==> config.mk <==
export PLATFORM = sky130hd
export DESIGN_NAME = system_bus
export DESIGN_NICKNAME = d
export VERILOG_FILES = /design/src/mcu_pkg.sv /design/src/system_bus.sv
export SDC_FILE = /design/constraint.sdc
export NUM_CORES = 1
export LEC_CHECK = 0
export BUFFER_PORTS_ARGS = -buffer_cell sky130_fd_sc_hd__buf_2
export CAP_MARGIN = 20
export CELL_PAD_IN_SITES_DETAIL_PLACEMENT = 0
export CELL_PAD_IN_SITES_GLOBAL_PLACEMENT = 2
export CORE_ASPECT_RATIO = 1.1
export CORE_MARGIN = 3
export CORE_UTILIZATION = 11
export DETAILED_ROUTE_END_ITERATION = 7
export GPL_ROUTABILITY_DRIVEN = 0
export PLACE_DENSITY_LB_ADDON = 0.1
export REMOVE_ABC_BUFFERS = 1
export SYNTH_ARGS = -nofsm -noshare
export SYNTH_HDL_FRONTEND = slang
export SYNTH_SLANG_ARGS = --single-unit
==> constraint.sdc <==
create_clock -name clk_i -period 2.48 [get_ports clk_i]
set_input_delay 0.744 -clock clk_i [delete_from_list [all_inputs] [get_ports clk_i]]
set_output_delay 0.744 -clock clk_i [all_outputs]
set_load 0.02 [all_outputs]
==> src/mcu_pkg.sv <==
/*
 * Shared bus types and address map of the MCU.
 * Peripheral offsets are byte offsets from AO_BASE and are word aligned.
 */
package mcu_pkg;

  // Bus widths
  typedef logic [31:0] addr_t;
  typedef logic [31:0] data_t;
  typedef logic [3:0]  be_t;

  // Request from the master, 69 bits
  typedef struct packed {
    addr_t addr;
    data_t wdata;
    be_t   be;
    logic  we;
  } bus_req_t;

  // Response to the master, 33 bits
  typedef struct packed {
    data_t rdata;
    logic  err;
  } bus_rsp_t;

  // Decoded slave of an access
  typedef enum logic [1:0] {
    TGT_RAM,
    TGT_AO,
    TGT_NONE
  } target_e;

  // Address map
  localparam addr_t RAM_BASE = 32'h0000_0000;
  localparam addr_t AO_BASE  = 32'h2000_0000;
  localparam addr_t AO_SIZE  = 32'h0000_1000;

  // Always-on peripheral registers
  localparam addr_t EXIT_VALID_OFS  = 32'h00;
  localparam addr_t EXIT_VALUE_OFS  = 32'h04;
  localparam addr_t GPIO_OUT_OFS    = 32'h08;
  localparam addr_t GPIO_OE_OFS     = 32'h0C;
  localparam addr_t GPIO_IN_OFS     = 32'h10;
  localparam addr_t INTR_STATUS_OFS = 32'h14;
  localparam addr_t INTR_ENABLE_OFS = 32'h18;

endpackage
==> src/system_bus.sv <==
/*
 * Single-master bus with one outstanding access and a response one cycle after acceptance.
 * Unmapped addresses answer with err set and rdata zero; writes answer with rdata zero.
 */
module system_bus
  import mcu_pkg::*;
#(
  parameter int unsigned NUM_BANKS  = 2,
  parameter int unsigned BANK_WORDS = 256
) (
  input  logic     clk_i,
  input  logic     rst_n_i,

  input  logic     bus_req_valid_i,
  output logic     bus_req_ready_o,
  input  bus_req_t bus_req_i,

  output logic     bus_rsp_valid_o,
  input  logic     bus_rsp_ready_i,
  output bus_rsp_t bus_rsp_o,

  output logic     mem_req_o,
  output logic     ao_req_o,
  output bus_req_t slv_req_o,
  input  data_t    mem_rdata_i,
  input  data_t    ao_rdata_i
);

  localparam addr_t RAM_SIZE = addr_t'(NUM_BANKS * BANK_WORDS * 4);

  logic    rsp_pending_q;
  target_e target_q;
  logic    we_q;

  target_e req_target;
  logic    accept;

  // Offsets wrap below the base, so one compare covers both bounds
  always_comb begin
    if ((bus_req_i.addr - RAM_BASE) < RAM_SIZE) begin
      req_target = TGT_RAM;
    end else if ((bus_req_i.addr - AO_BASE) < AO_SIZE) begin
      req_target = TGT_AO;
    end else begin
      req_target = TGT_NONE;
    end
  end

  // Free slot, or the pending response leaves this cycle
  assign bus_req_ready_o = !rsp_pending_q || bus_rsp_ready_i;
  assign accept          = bus_req_valid_i && bus_req_ready_o;

  assign mem_req_o = accept && (req_target == TGT_RAM);
  assign ao_req_o  = accept && (req_target == TGT_AO);
  assign slv_req_o = bus_req_i;

  always_ff @(posedge clk_i) begin
    if (!rst_n_i) begin
      rsp_pending_q <= 1'b0;
      target_q      <= TGT_NONE;
      we_q          <= 1'b0;
    end else begin
      if (accept) begin
        rsp_pending_q <= 1'b1;
        target_q      <= req_target;
        we_q          <= bus_req_i.we;
      end else if (bus_rsp_ready_i) begin
        rsp_pending_q <= 1'b0;
      end
    end
  end

  assign bus_rsp_valid_o = rsp_pending_q;

  // Slaves hold their read data until the next strobe
  always_comb begin
    bus_rsp_o = '0;
    case (target_q)
      TGT_RAM: begin
        bus_rsp_o.rdata = we_q ? '0 : mem_rdata_i;
      end
      TGT_AO: begin
        bus_rsp_o.rdata = we_q ? '0 : ao_rdata_i;
      end
      default: begin
        bus_rsp_o.err = 1'b1;
      end
    endcase
  end

endmodule

==> results.py <==
metrics = {
    "setup_path": {
        "crit_arrival_ns": 1.73,
        "path_max_fanout": 2,
        "critPathCaptureType": "output pin",
        "crit_buf_inv": 2,
        "critical-path-max-stage-delay_ns": 0.29,
        "start_kind": "input port",
        "path_delay_family": "simple AND/OR/NAND/NOR gates",
        "crit_required_ns": 1.74,
        "cpMaxStageDelayCell": "nor4_4",
        "path_cells": "buf_6 -> nor4_4 -> nand2_2 -> nor4_2 -> buf_2",
        "crit_type": "in -> out",
    },
    "placement": {
        "dpl.hpwl_um": 6170,
        "io_buffers": 148,
        "place_inst": 410,
    },
    "sta": {
        "hold_slack_ns": 0.610,
        "tightestPinTransition_ns": 0.669,
        "max_freq_ghz": 0.404,
        "timing.final.crit_share": 0.999,
        "setup_viol": 0,
        "hold_viol": 0,
        "rsz0062_at_grt": "yes",
        "clock_skew_ns": 0.00103,
        "slew_viol_final": 0,
        "slew_headroom": 0.554,
        "min_period_ns": 2.48,
    },
    "cts": {
        "clock_sinks": 4,
        "cts_buffers": 3,
        "clkLatencyLatePin_ns": 0.22,
        "cts_max_level": 1,
        "cts_buffer_depth": 2,
        "postCtsHoldBufs": 0,
        "cts-root-buf": "clkbuf_16",
        "cts_tree": "built",
        "cts.clk_slew.worst_paths_ns": 0.03,
    },
    "layout": {
        "area_growth_pct": 48.0,
        "final_cell_mix": "buf_2 (142), nor2_1 (33), mux2i_1 (32)",
        "drive_gt1_frac": 0.680,
        "n_antenna_cell": 0,
        "final_cells": 416,
        "fillerInstances": 1337,
        "layout_commonest_cell": "buf_2",
        "fin_nets": 406,
    },
    "logic_synthesis": {
        "synth_edf_count": 0,
        "ys_types": 28,
        "synth.avg_cell_area_um2": 7.49,
        "async_flop_share": 0,
        "syn_area_um2": 1330,
        "yosys_register_bits": 4,
        "ys.flop_type": "dfxtp_1",
        "synthCells": 178,
        "ys_seq_area_frac": 0.0600,
        "yosysWarnings": 0,
    },
    "floorplan": {
        "dieArea_um2": 13500,
        "fp-row-count": 41,
        "floorplan.initialDensity": 0.115,
        "core_area_um2": 11600,
        "die_height_um": 121,
        "die_x_um": 111,
        "io_pins": 243,
    },
    "detailed_routing": {
        "first_pass_iters": 3,
        "drt_wl_total_um": 7440,
        "antenna_left": 0,
        "drcViolationCount": 0,
        "vias": 1554,
        "via_per_inst": 3.74,
        "drt_iter0_markers": 41,
        "avgRoutedWirePerCell_um": 17.9,
    },
    "power_and_ir_drop": {
        "power_density_nw_per_um2": 258,
        "total_leakage_power_uw": 0.000968,
        "peakVddDrop_mv": 0.147,
        "total_power_uw": 509,
    },
    "grt": {
        "grt_max_degree": 33,
        "grtUsageMet3": 0.122,
        "grt_use_met1": 0.118,
        "grt-busiest-layer": "met2",
        "antenna_found_initial": 0,
        "grt_pass1_vias": 1632,
        "grt_util_met2": 0.128,
        "grt_usage": 0.105,
        "grt_pass1_wl_um": 10700,
        "gr-total-overflow": 0,
    },
    "flow_run": {
        "maxCapViolations": 0,
    },
    "status": {
        "outcome": "finished, final reports clean",
    },
    "worst_hold_path": {
        "hold_path.class": "reg -> reg",
    },
}
[worst paths after layout]
| kind | to | slack (ns) | startpoint | cells after the start |
|---|---|---|---|---|
| min | we_q | 0.61 | we_q | 2 |
| min reg2reg | we_q | 0.61 | we_q | 2 |
| max | ao_req_o | 0.003 | bus_req_i[63] | 5 |
| max reg2reg | target_q[1] | 1.17 | bus_rsp_valid_o | 5 |
[layer usage]
| metal | wire length (um) | share of wire |
|---|---|---|
| met2 | 2580 | 0.35 |
| met3 | 1860 | 0.25 |
| met5 | 99 | 0.013 |
| met1 | 2880 | 0.39 |
| met4 | 22 | 0.0030 |
[state kept, by name, summed over array words and instances, names as in the netlist]
register,flops
we_q,1
bus_rsp_valid_o,1
target_q,2
[cell families after synthesis]
family,after synthesis,share of synthesized area
and+or+nand+nor,51,0.211
buffers and inverters,82,0.432
AOI/OAI and AO/OA,7,0.0413
adders and majority gates,1,0.00938
xor gates and xnor gates,1,0.00657
DFF,4,0.0600
muxes,32,0.240
[through the flow]
step	area, um2	setup slack [ns]	TNS, ns	utilization
2_1_floorplan	773	-0.227	-2.03	-
3_3_place_gp	1790	-0.0922	-0.153	0.154
3_5_place_dp	1790	-0.129	-0.186	0.154
4_1_cts	1940	-0.0251	-0.0251	0.167
5_1_grt	1970	-0.0593	-0.101	0.170
6_report	1970	0.00344	0	0.170
[tightest hold or removal path, stage by stage (launching register included)]
cell and delay [ns]:
dfxtp_1 0.29, a21boi_0 0.11, o21a_1 0.16
[synthesized netlist by cell type (2+ instances only)]
cell | instances | area [um2]
buf_2 | 7 | 35.0
buf_4 | 69 | 518
clkbuf_1 | 2 | 7.51
dfxtp_1 | 4 | 80.1
inv_1 | 4 | 15.0
mux2i_1 | 32 | 320
nand2_1 | 3 | 11.3
nand3_1 | 2 | 10.0
nand4_1 | 2 | 12.5
nor2_1 | 33 | 124
nor4_4 | 3 | 63.8
[power breakdown]
| group | switching (uW) | internal [uW] |
|---|---|---|
| clock network | 43.4 | 206 |
| registers | 0.956 | 66.9 |
| logic | 90.0 | 102 |
| total | 134 | 375 |
[area by class of cell]
| type | instances | area, um2 | area share |
|---|---|---|---|
| clock buffer | 3 | 75.1 | 0.0380 |
| inverter | 4 | 15.0 | 0.00760 |
| multi-input combinational | 92 | 724 | 0.367 |
| sequential | 4 | 81.3 | 0.0412 |
| tap | 150 | 188 | 0.0951 |
| timing repair buffer | 163 | 891 | 0.451 |
[repair_timing]
item | CTS | global route
pin swaps | 9 | 8
endpoints found under the setup margin | 2 | 2
setup buffers | 2 | 1
resized for setup | 11 | 7
(Power assumes the default switching activity.)
