[config.mk]
export PLATFORM = sky130hd
export DESIGN_NAME = ao_peripheral_subsystem
export DESIGN_NICKNAME = d
export VERILOG_FILES = /design/src/mcu_pkg.sv /design/src/ao_peripheral_subsystem.sv
export SDC_FILE = /design/constraint.sdc
export NUM_CORES = 1
export LEC_CHECK = 0
export ABC_AREA = 1
export BUFFER_PORTS_ARGS = -buffer_cell sky130_fd_sc_hd__buf_4
export CAP_MARGIN = 10
export CELL_PAD_IN_SITES_DETAIL_PLACEMENT = 1
export CELL_PAD_IN_SITES_GLOBAL_PLACEMENT = 1
export CORE_MARGIN = 3
export CORE_UTILIZATION = 33
export DETAILED_ROUTE_END_ITERATION = 10
export PLACE_DENSITY_LB_ADDON = 0.1
export SYNTH_ARGS = -nofsm -noshare
export SYNTH_HDL_FRONTEND = slang
export SYNTH_SLANG_ARGS = --single-unit
[constraint.sdc]
create_clock -name clk_i -period 2.2 [get_ports clk_i]
set_input_delay 0.44 -clock clk_i [delete_from_list [all_inputs] [get_ports clk_i]]
set_output_delay 0.44 -clock clk_i [all_outputs]
set_load 0.03 [all_outputs]
[src/mcu_pkg.sv]
/*
 * Shared bus types and address map of the MCU.
 * Peripheral offsets are byte offsets from AO_BASE and are word aligned.
 */
package mcu_pkg;

  // Bus widths
  typedef logic [31:0] addr_t;
  typedef logic [31:0] data_t;
  typedef logic [3:0]  be_t;

  // Request from the master, 69 bits
  typedef struct packed {
    addr_t addr;
    data_t wdata;
    be_t   be;
    logic  we;
  } bus_req_t;

  // Response to the master, 33 bits
  typedef struct packed {
    data_t rdata;
    logic  err;
  } bus_rsp_t;

  // Decoded slave of an access
  typedef enum logic [1:0] {
    TGT_RAM,
    TGT_AO,
    TGT_NONE
  } target_e;

  // Address map
  localparam addr_t RAM_BASE = 32'h0000_0000;
  localparam addr_t AO_BASE  = 32'h2000_0000;
  localparam addr_t AO_SIZE  = 32'h0000_1000;

  // Always-on peripheral registers
  localparam addr_t EXIT_VALID_OFS  = 32'h00;
  localparam addr_t EXIT_VALUE_OFS  = 32'h04;
  localparam addr_t GPIO_OUT_OFS    = 32'h08;
  localparam addr_t GPIO_OE_OFS     = 32'h0C;
  localparam addr_t GPIO_IN_OFS     = 32'h10;
  localparam addr_t INTR_STATUS_OFS = 32'h14;
  localparam addr_t INTR_ENABLE_OFS = 32'h18;

endpackage
[src/ao_peripheral_subsystem.sv]
/*
 * Exit, GPIO and GPIO interrupt registers; register writes ignore byte enables.
 * Inputs pass a two-flop synchronizer, so a rising edge reaches INTR_STATUS after 3 cycles.
 */
module ao_peripheral_subsystem
  import mcu_pkg::*;
#(
  parameter int unsigned NUM_GPIO = 8
) (
  input  logic                clk_i,
  input  logic                rst_n_i,

  input  logic                ao_req_i,
  input  bus_req_t            ao_bus_req_i,
  output data_t               ao_rdata_o,

  input  logic [NUM_GPIO-1:0] gpio_i,
  output logic [NUM_GPIO-1:0] gpio_o,
  output logic [NUM_GPIO-1:0] gpio_oe_o,
  output logic                irq_o,

  output logic                exit_valid_o,
  output data_t               exit_value_o
);

  addr_t               reg_ofs;
  logic                reg_wr;
  data_t               rdata_mux;

  logic                exit_valid_q;
  data_t               exit_value_q;
  logic [NUM_GPIO-1:0] gpio_out_q;
  logic [NUM_GPIO-1:0] gpio_oe_q;
  logic [NUM_GPIO-1:0] intr_status_q;
  logic [NUM_GPIO-1:0] intr_enable_q;

  logic [NUM_GPIO-1:0] gpio_meta_q;
  logic [NUM_GPIO-1:0] gpio_sync_q;
  logic [NUM_GPIO-1:0] gpio_prev_q;
  logic [NUM_GPIO-1:0] gpio_rise;
  logic [NUM_GPIO-1:0] status_clr;

  assign reg_ofs = {ao_bus_req_i.addr[31:2], 2'b00} - AO_BASE;
  assign reg_wr  = ao_req_i && ao_bus_req_i.we;

  always_ff @(posedge clk_i) begin
    if (!rst_n_i) begin
      gpio_meta_q <= '0;
      gpio_sync_q <= '0;
      gpio_prev_q <= '0;
    end else begin
      gpio_meta_q <= gpio_i;
      gpio_sync_q <= gpio_meta_q;
      gpio_prev_q <= gpio_sync_q;
    end
  end

  assign gpio_rise = gpio_sync_q & ~gpio_prev_q;

  // Write one to clear
  assign status_clr = (reg_wr && reg_ofs == INTR_STATUS_OFS) ?
                      ao_bus_req_i.wdata[NUM_GPIO-1:0] : '0;

  always_ff @(posedge clk_i) begin
    if (!rst_n_i) begin
      exit_valid_q  <= 1'b0;
      exit_value_q  <= '0;
      gpio_out_q    <= '0;
      gpio_oe_q     <= '0;
      intr_status_q <= '0;
      intr_enable_q <= '0;
    end else begin
      if (reg_wr) begin
        case (reg_ofs)
          EXIT_VALID_OFS:  exit_valid_q  <= ao_bus_req_i.wdata[0];
          EXIT_VALUE_OFS:  exit_value_q  <= ao_bus_req_i.wdata;
          GPIO_OUT_OFS:    gpio_out_q    <= ao_bus_req_i.wdata[NUM_GPIO-1:0];
          GPIO_OE_OFS:     gpio_oe_q     <= ao_bus_req_i.wdata[NUM_GPIO-1:0];
          INTR_ENABLE_OFS: intr_enable_q <= ao_bus_req_i.wdata[NUM_GPIO-1:0];
          default: ;
        endcase
      end
      // A new edge beats a clear in the same cycle
      intr_status_q <= (intr_status_q & ~status_clr) | gpio_rise;
    end
  end

  always_comb begin
    case (reg_ofs)
      EXIT_VALID_OFS:  rdata_mux = data_t'(exit_valid_q);
      EXIT_VALUE_OFS:  rdata_mux = exit_value_q;
      GPIO_OUT_OFS:    rdata_mux = data_t'(gpio_out_q);
      GPIO_OE_OFS:     rdata_mux = data_t'(gpio_oe_q);
      GPIO_IN_OFS:     rdata_mux = data_t'(gpio_sync_q);
      INTR_STATUS_OFS: rdata_mux = data_t'(intr_status_q);
      INTR_ENABLE_OFS: rdata_mux = data_t'(intr_enable_q);
      default:         rdata_mux = '0;
    endcase
  end

  // Held until the next read strobe
  always_ff @(posedge clk_i) begin
    if (ao_req_i && !ao_bus_req_i.we) begin
      ao_rdata_o <= rdata_mux;
    end
  end

  assign gpio_o       = gpio_out_q;
  assign gpio_oe_o    = gpio_oe_q;
  assign irq_o        = |(intr_status_q & intr_enable_q);
  assign exit_valid_o = exit_valid_q;
  assign exit_value_o = exit_value_q;

endmodule

==> results of run 1 <==
-- cells in the final DEF, fill, tap and decap left out, types with 4 or more instances in the layout --
| cell | instances |
|---|---|
| or2_2 | 8 |
| buf_12 | 9 |
| bufinv_16 | 5 |
| nand3_1 | 49 |
| nand2_1 | 200 |
| nor2_1 | 115 |
| edfxtp_1 | 32 |
| buf_4 | 165 |
| dfxtp_1 | 89 |
| nor2_4 | 6 |
| nand3b_1 | 24 |
| nor3_1 | 4 |
| clkbuf_16 | 17 |
| inv_1 | 83 |
| nor2_2 | 8 |
| nand4_1 | 8 |
| a21oi_1 | 48 |
-- final cells by class --
cell class | instances | area, um^2
Fill cell | 1989 | 8372
Sequential cell | 121 | 2743
Multi-Input combinational cell | 478 | 2172
Timing Repair Buffer | 174 | 1419
Clock buffer | 17 | 425.4
Inverter | 85 | 319.1
Tap cell | 216 | 270.3
Clock inverter | 15 | 222.7
-- how the worst min path moves through the flow --
stage	from	end	slack (ns)	cells past startpoint
after CTS	gpio_i[6]	gpio_meta_q[6]	0.19	3
after detailed placement	gpio_meta_q[1]	gpio_sync_q[1]	0.40	2
after global placement	gpio_meta_q[7]	gpio_sync_q[7]	0.39	2
final	gpio_i[3]	gpio_meta_q[3]	0.21	3
after floorplan	gpio_meta_q[0]	gpio_sync_q[0]	0.39	2
after global routing	gpio_i[6]	gpio_meta_q[6]	0.20	3
-- synthesized netlist by cell type --
master	n
and2_1	1
nand3b_1	24
clkinv_1	1
nand3_4	1
nor2_1	116
nor3_4	1
buf_6	2
nor2_4	5
clkbuf_1	13
a221oi_1	2
inv_1	83
nor2_2	8
or2_1	1
dfxtp_1	89
nand3_1	49
buf_1	7
buf_4	2
inv_2	1
nand4_1	8
buf_2	8
edfxtp_1	32
nand2_1	200
ha_1	1
a21oi_1	48
nor3_1	4
or2_2	8
nand3_2	1
-- power by group through the flow --
stage	clock (mW)	sequential (mW)	combinational [mW]
2_1_floorplan	0	2.40	0.139
3_3_place_gp	0	2.38	0.334
3_5_place_dp	0	2.38	0.344
4_1_cts	3.12	2.33	0.346
5_1_grt	3.23	2.34	0.376
6_report	3.06	2.33	0.341
-- layer usage --
layer	share of wire, %	wire (um)	vias to the layer above
met5	0	0	-
li1	-	-	2565
met3	4.7	773	21
met4	1.5	250	0
met2	50	8214	137
met1	44	7136	2407
-- cell families (layout without fill, tap and decap cells) --
| kind of cell | after synthesis | in the layout | synth area share, % |
|---|---|---|---|
| buf+inv | 117 | 291 | 8.769 |
| flops | 121 | 121 | 50.99 |
| simple gates | 427 | 427 | 35.22 |
| fa+ha+maj | 1 | 1 | 0.2326 |
| compound gates | 50 | 50 | 4.792 |
-- per-stage QoR --
stage                     instances  worst slack, ns  hold WS [ns]  setup TNS [ns]
after global routing           1106           0.1024        0.2011               0
after CTS                      1106           0.1124        0.1881               0
after global placement         1074          0.06579        0.3938               0
after detailed placement       1074         -0.06511        0.3997          -1.756
final                          1106           0.1461        0.2102               0
after floorplan                 716           0.4020        0.3905               0
-- critical path, cell delays in order, from the launching register on --
cell and delay [ns]:
dfxtp_1 0.33, nand2_1 0.09, nand2_1 0.07, a221oi_1 0.37, nand2_1 0.16, buf_4 0.20
==> reports/results.tsv, run 1 <==
metric	value	unit
status	finished clean	
Core Util, Final	47.49	%
Root Buffer	clkbuf_16	
logic gate share of total power	6.0	%
Crit path required time	1.76	ns
total gr overflow	0	
initial core utilization	33.74	%
total track usage	18.42	%
post_cts resized	0	
Net Count, Synth	797	
CTS tree	done	
chip width	133.7	um
total power	5.733	mW
Yosys top cell area share	33.12	%
wire per inst	14.81	um
DR DRC count	0	
critical path startpoint category	flip-flop	
sink count of the clock tree	121	
final hold vios	0	
Max VDD drop	0.5427	mV
initial antenna violation count	0	
core area	0.01594	mm^2
reg-to-reg slack, setup	1.18	ns
PwrDens	757.3	mW/mm^2
worst-margin pin slew	0.5655	ns
Slew HR	62.30	%
Hold Path Class	primary input to flip-flop	
Hold Buf Count CTS	0	
Port-buffer cells	155	
crit path capture	irq_o	
maximum buffer depth of the clock tree	2	
unrepaired setup endpoints after global routing	no	
share of cells above drive strength 1	26.07	%
GRT Max-Usage Layer	met2	
peak fanout along the critical path	3	
die height	133.7	um
#FFs+latches synth	121	
max_cap viols	0	
DPL Wire Length	12190	um
Nets	958	
Detailed Routing Iterations Pass 1	6	
RR Endpoint	ao_rdata_o[6]	
die area	0.01787	mm^2
CP Class	flip-flop to output port	
placed instance area	0.006923	mm^2
drt total wl	16380	um
register area share after synthesis	50.99	%
# rows	46	
largest net degree at the start of global routing	54	
# Post-CTS Setup Buffers	0	
Synth cell types	27	
post-synth top area cell	dfxtp_1	
synthesized area	0.005379	mm^2
FF-to-FF Start	gpio_o[6]	
Worst Clk Skew	0.005287	ns
critical path arrival	1.61	ns
Setup crit end kind	output port	
via count	5130	
Clk pin slew, worst setup/hold paths	0.06	ns
first-pass GRT wire length	26430	um
met3 Use GR	3.965	%
H-Tree Depth	4	
Num CTS Buffers	17	
Switch Pwr	1.249	mW
Clk pwr share	53.3	%
ant diodes	0	
vias per inst	4.638	
Synth warnings	0	
Synth-to-Final Area Change	40.75	%
Slew Limit Fails	0	
Setup violations, final	0	
vias in the first global route	5370	
CP startpoint	intr_status_q[6]	
Starting DRT DRC Count	205	
post-route ant nets	0	
Switching Share	21.78	%
GR Util met1	22.49	%
RePlAce Congestion	0.8331	
cell depth of the worst flop-to-flop path	4	
Seq pwr share	40.7	%
highest clock rate	486.9	MHz
Synth area leaders	dfxtp_1 (33%), edfxtp_1 (18%), nand2_1 (14%), nor2_1 (8.1%), inv_1 (5.8%)	
Tcrit/Tclk final	93.36	%
clk_lat worst skew	0.41	ns
met2 Use GR	32.31	%
internal power	4.484	mW
Post-Synthesis Cells	716	
Syn Area/Cell	7.512	um^2
minimum clock period	2.054	ns
LEAKAGE	3.501	nW
# IOs	162	
Design Area, Final	0.007571	mm^2
Power figures use the tool's default switching activity.
==> run 2, diff against run 1 <==
--- a/config.mk
+++ b/config.mk
@@ -14,6 +14,7 @@
 export CORE_UTILIZATION = 33
 export DETAILED_ROUTE_END_ITERATION = 10
 export PLACE_DENSITY_LB_ADDON = 0.1
+export RECOVER_POWER = 50
 export SYNTH_ARGS = -nofsm -noshare
 export SYNTH_HDL_FRONTEND = slang
 export SYNTH_SLANG_ARGS = --single-unit
==> run 2 against run 1 <==
  * Core utilization shrank 1.7 points
  * Sequential power is essentially flat
  * Cell count is the same
  * Clock skew shrank 0.00074 ns
  * Highest routed layer unchanged
==> reports/results.tsv, run 2 (same netlist as run 1, synthesis figures left out) <==
metric	value	unit
status	finished clean	
# Post-CTS Setup Buffers	0	
critical-path cell list	nand2_1 > nand2_1 > a221oi_1 > nand2_1 > buf_4	
die area	0.01787	mm^2
Max VDD drop	0.5438	mV
Seq pwr share	40.8	%
max_cap viols	0	
reg-to-reg slack, setup	1.18	ns
via count	5100	
Switch Pwr	1.246	mW
PwrDens	783.1	mW/mm^2
sink count of the clock tree	121	
peak fanout along the critical path	3	
total gr overflow	0	
initial core utilization	33.74	%
Port-buffer cells	155	
RePlAce Congestion	0.8331	
Hold Path Class	primary input to flip-flop	
final hold vios	0	
CP top delay family	compound AO/OA/AOI/OAI gates	
clk_lat worst skew	0.41	ns
vias in the first global route	5370	
Worst Clk Skew	0.004551	ns
CTS tree	done	
Nets	958	
# IOs	162	
RR Endpoint	ao_rdata_o[6]	
CP Class	flip-flop to output port	
post_cts resized	0	
FF-to-FF Start	gpio_o[6]	
CP max stage cell	a221oi_1	
first-pass GRT wire length	26430	um
largest net degree at the start of global routing	54	
core area	0.01594	mm^2
crit-path max cell delay	0.35	ns
Setup WS pre-CTS	-0.06511	ns
Slew HR	30.51	%
total power	5.718	mW
Starting DRT DRC Count	211	
post-route ant nets	0	
Crit path required time	1.76	ns
Tcrit/Tclk final	92.95	%
Root Buffer	clkbuf_16	
H-Tree Depth	4	
minimum clock period	2.045	ns
Detailed Routing Iterations Pass 1	4	
worst hold start	gpio_i[3]	
maximum buffer depth of the clock tree	2	
Hold Buf Count CTS	0	
logic gate share of total power	5.7	%
chip width	133.7	um
wire per inst	14.84	um
initial antenna violation count	0	
DR DRC count	0	
ant diodes	0	
die height	133.7	um
vias per inst	4.611	
drt total wl	16420	um
Setup crit end kind	output port	
Hold Path Stages	3	
Clk pwr share	53.5	%
unrepaired setup endpoints after global routing	no	
Synth-to-Final Area Change	35.75	%
Setup violations, final	0	
highest clock rate	489.0	MHz
Num CTS Buffers	17	
worst path buffer plus inverter count	1	
commonest non-fill, non-tap cell in the layout	nand2_1	
CP dominant cell by count	nand2_1	
critical path arrival	1.60	ns
cell depth of the worst flop-to-flop path	4	
Worst Hold End	gpio_meta_q[3]	
# rows	46	
LEAKAGE	3.237	nW
most frequent cells in the layout	nand2_1 (200), nor2_1 (116), buf_4 (102), dfxtp_1 (89), inv_1 (83)	
worst setup margin	0.1551	ns
DPL Wire Length	12190	um
share of cells above drive strength 1	19.10	%
Switching Share	21.80	%
Clk pin slew, worst setup/hold paths	0.06	ns
internal power	4.472	mW
total track usage	18.42	%
critical path startpoint category	flip-flop	
Slew Limit Fails	0	
worst-margin pin slew	1.042	ns
==> run 2: cell types whose count changed in the layout (fill, tap and decap cells not counted), sizes merged <==
cell and delta:
clkbuf +65, buf -65
==> run 2: worst reg2reg max path, cell delays in order (launching register included) <==
cell	delay [ns]
dfxtp_1	0.34
nand2_1	0.09
nand2_1	0.05
nor2_1	0.17
nand2_1	0.11
==> run 2: power by group through the flow <==
| stage | clock network (mW) | logic (mW) | registers [mW] |
|---|---|---|---|
| after floorplan | 0 | 0.139 | 2.40 |
| final | 3.06 | 0.326 | 2.33 |
| after global placement | 0 | 0.334 | 2.38 |
| after detailed placement | 0 | 0.344 | 2.38 |
| after CTS | 3.12 | 0.346 | 2.33 |
| after global routing | 3.23 | 0.362 | 2.34 |
==> run 2: layout make-up <==
cell class / instances / area, um^2
timing repair buffer: 174 / 1157
inverter: 85 / 319.1
sequential: 121 / 2743
fill: 2028 / 8641
tap: 216 / 270.3
multi-input combinational: 478 / 2165
clock buffer: 17 / 425.4
clock inverter: 15 / 222.7
==> run 2: how the worst max path moves through the flow <==
stage	startpoint	endpoint	slack [ns]	depth (start not counted)
floorplan	ao_bus_req_i[66]	ao_rdata_o[10]	0.40	9
global placement	ao_bus_req_i[66]	ao_rdata_o[31]	0.07	11
detailed placement	ao_bus_req_i[66]	ao_rdata_o[14]	-0.07	11
CTS	intr_status_q[6]	irq_o	0.11	5
global route	rst_n_i	gpio_o[5]	0.07	4
finish	intr_status_q[6]	irq_o	0.16	5
==> run 2: per-stage QoR <==
step / util, % / setup TNS, ns / hold slack (ns) / cells / instance area [um^2]
5_1_grt: 45.80 / 0 / 0.2011 / 1106 / 7302
3_5_place_dp: 43.42 / -1.756 / 0.3997 / 1074 / 6923
4_1_cts: 47.49 / 0 / 0.1881 / 1106 / 7571
3_3_place_gp: 43.42 / 0 / 0.3938 / 1074 / 6923
2_1_floorplan: - / 0 / 0.3905 / 716 / 5381
6_report: 45.80 / 0 / 0.2093 / 1106 / 7302
==> run 2: layer usage <==
| metal | GRT usage, % | vias to the layer above | wire length, um |
|---|---|---|---|
| li1 | - | 2566 | - |
| met1 | 22.49 | 2380 | 7232 |
| met2 | 32.31 | 131 | 8136 |
| met3 | 3.965 | 23 | 783 |
| met4 | 6.171 | 0 | 263 |
| met5 | 0 | - | 0 |
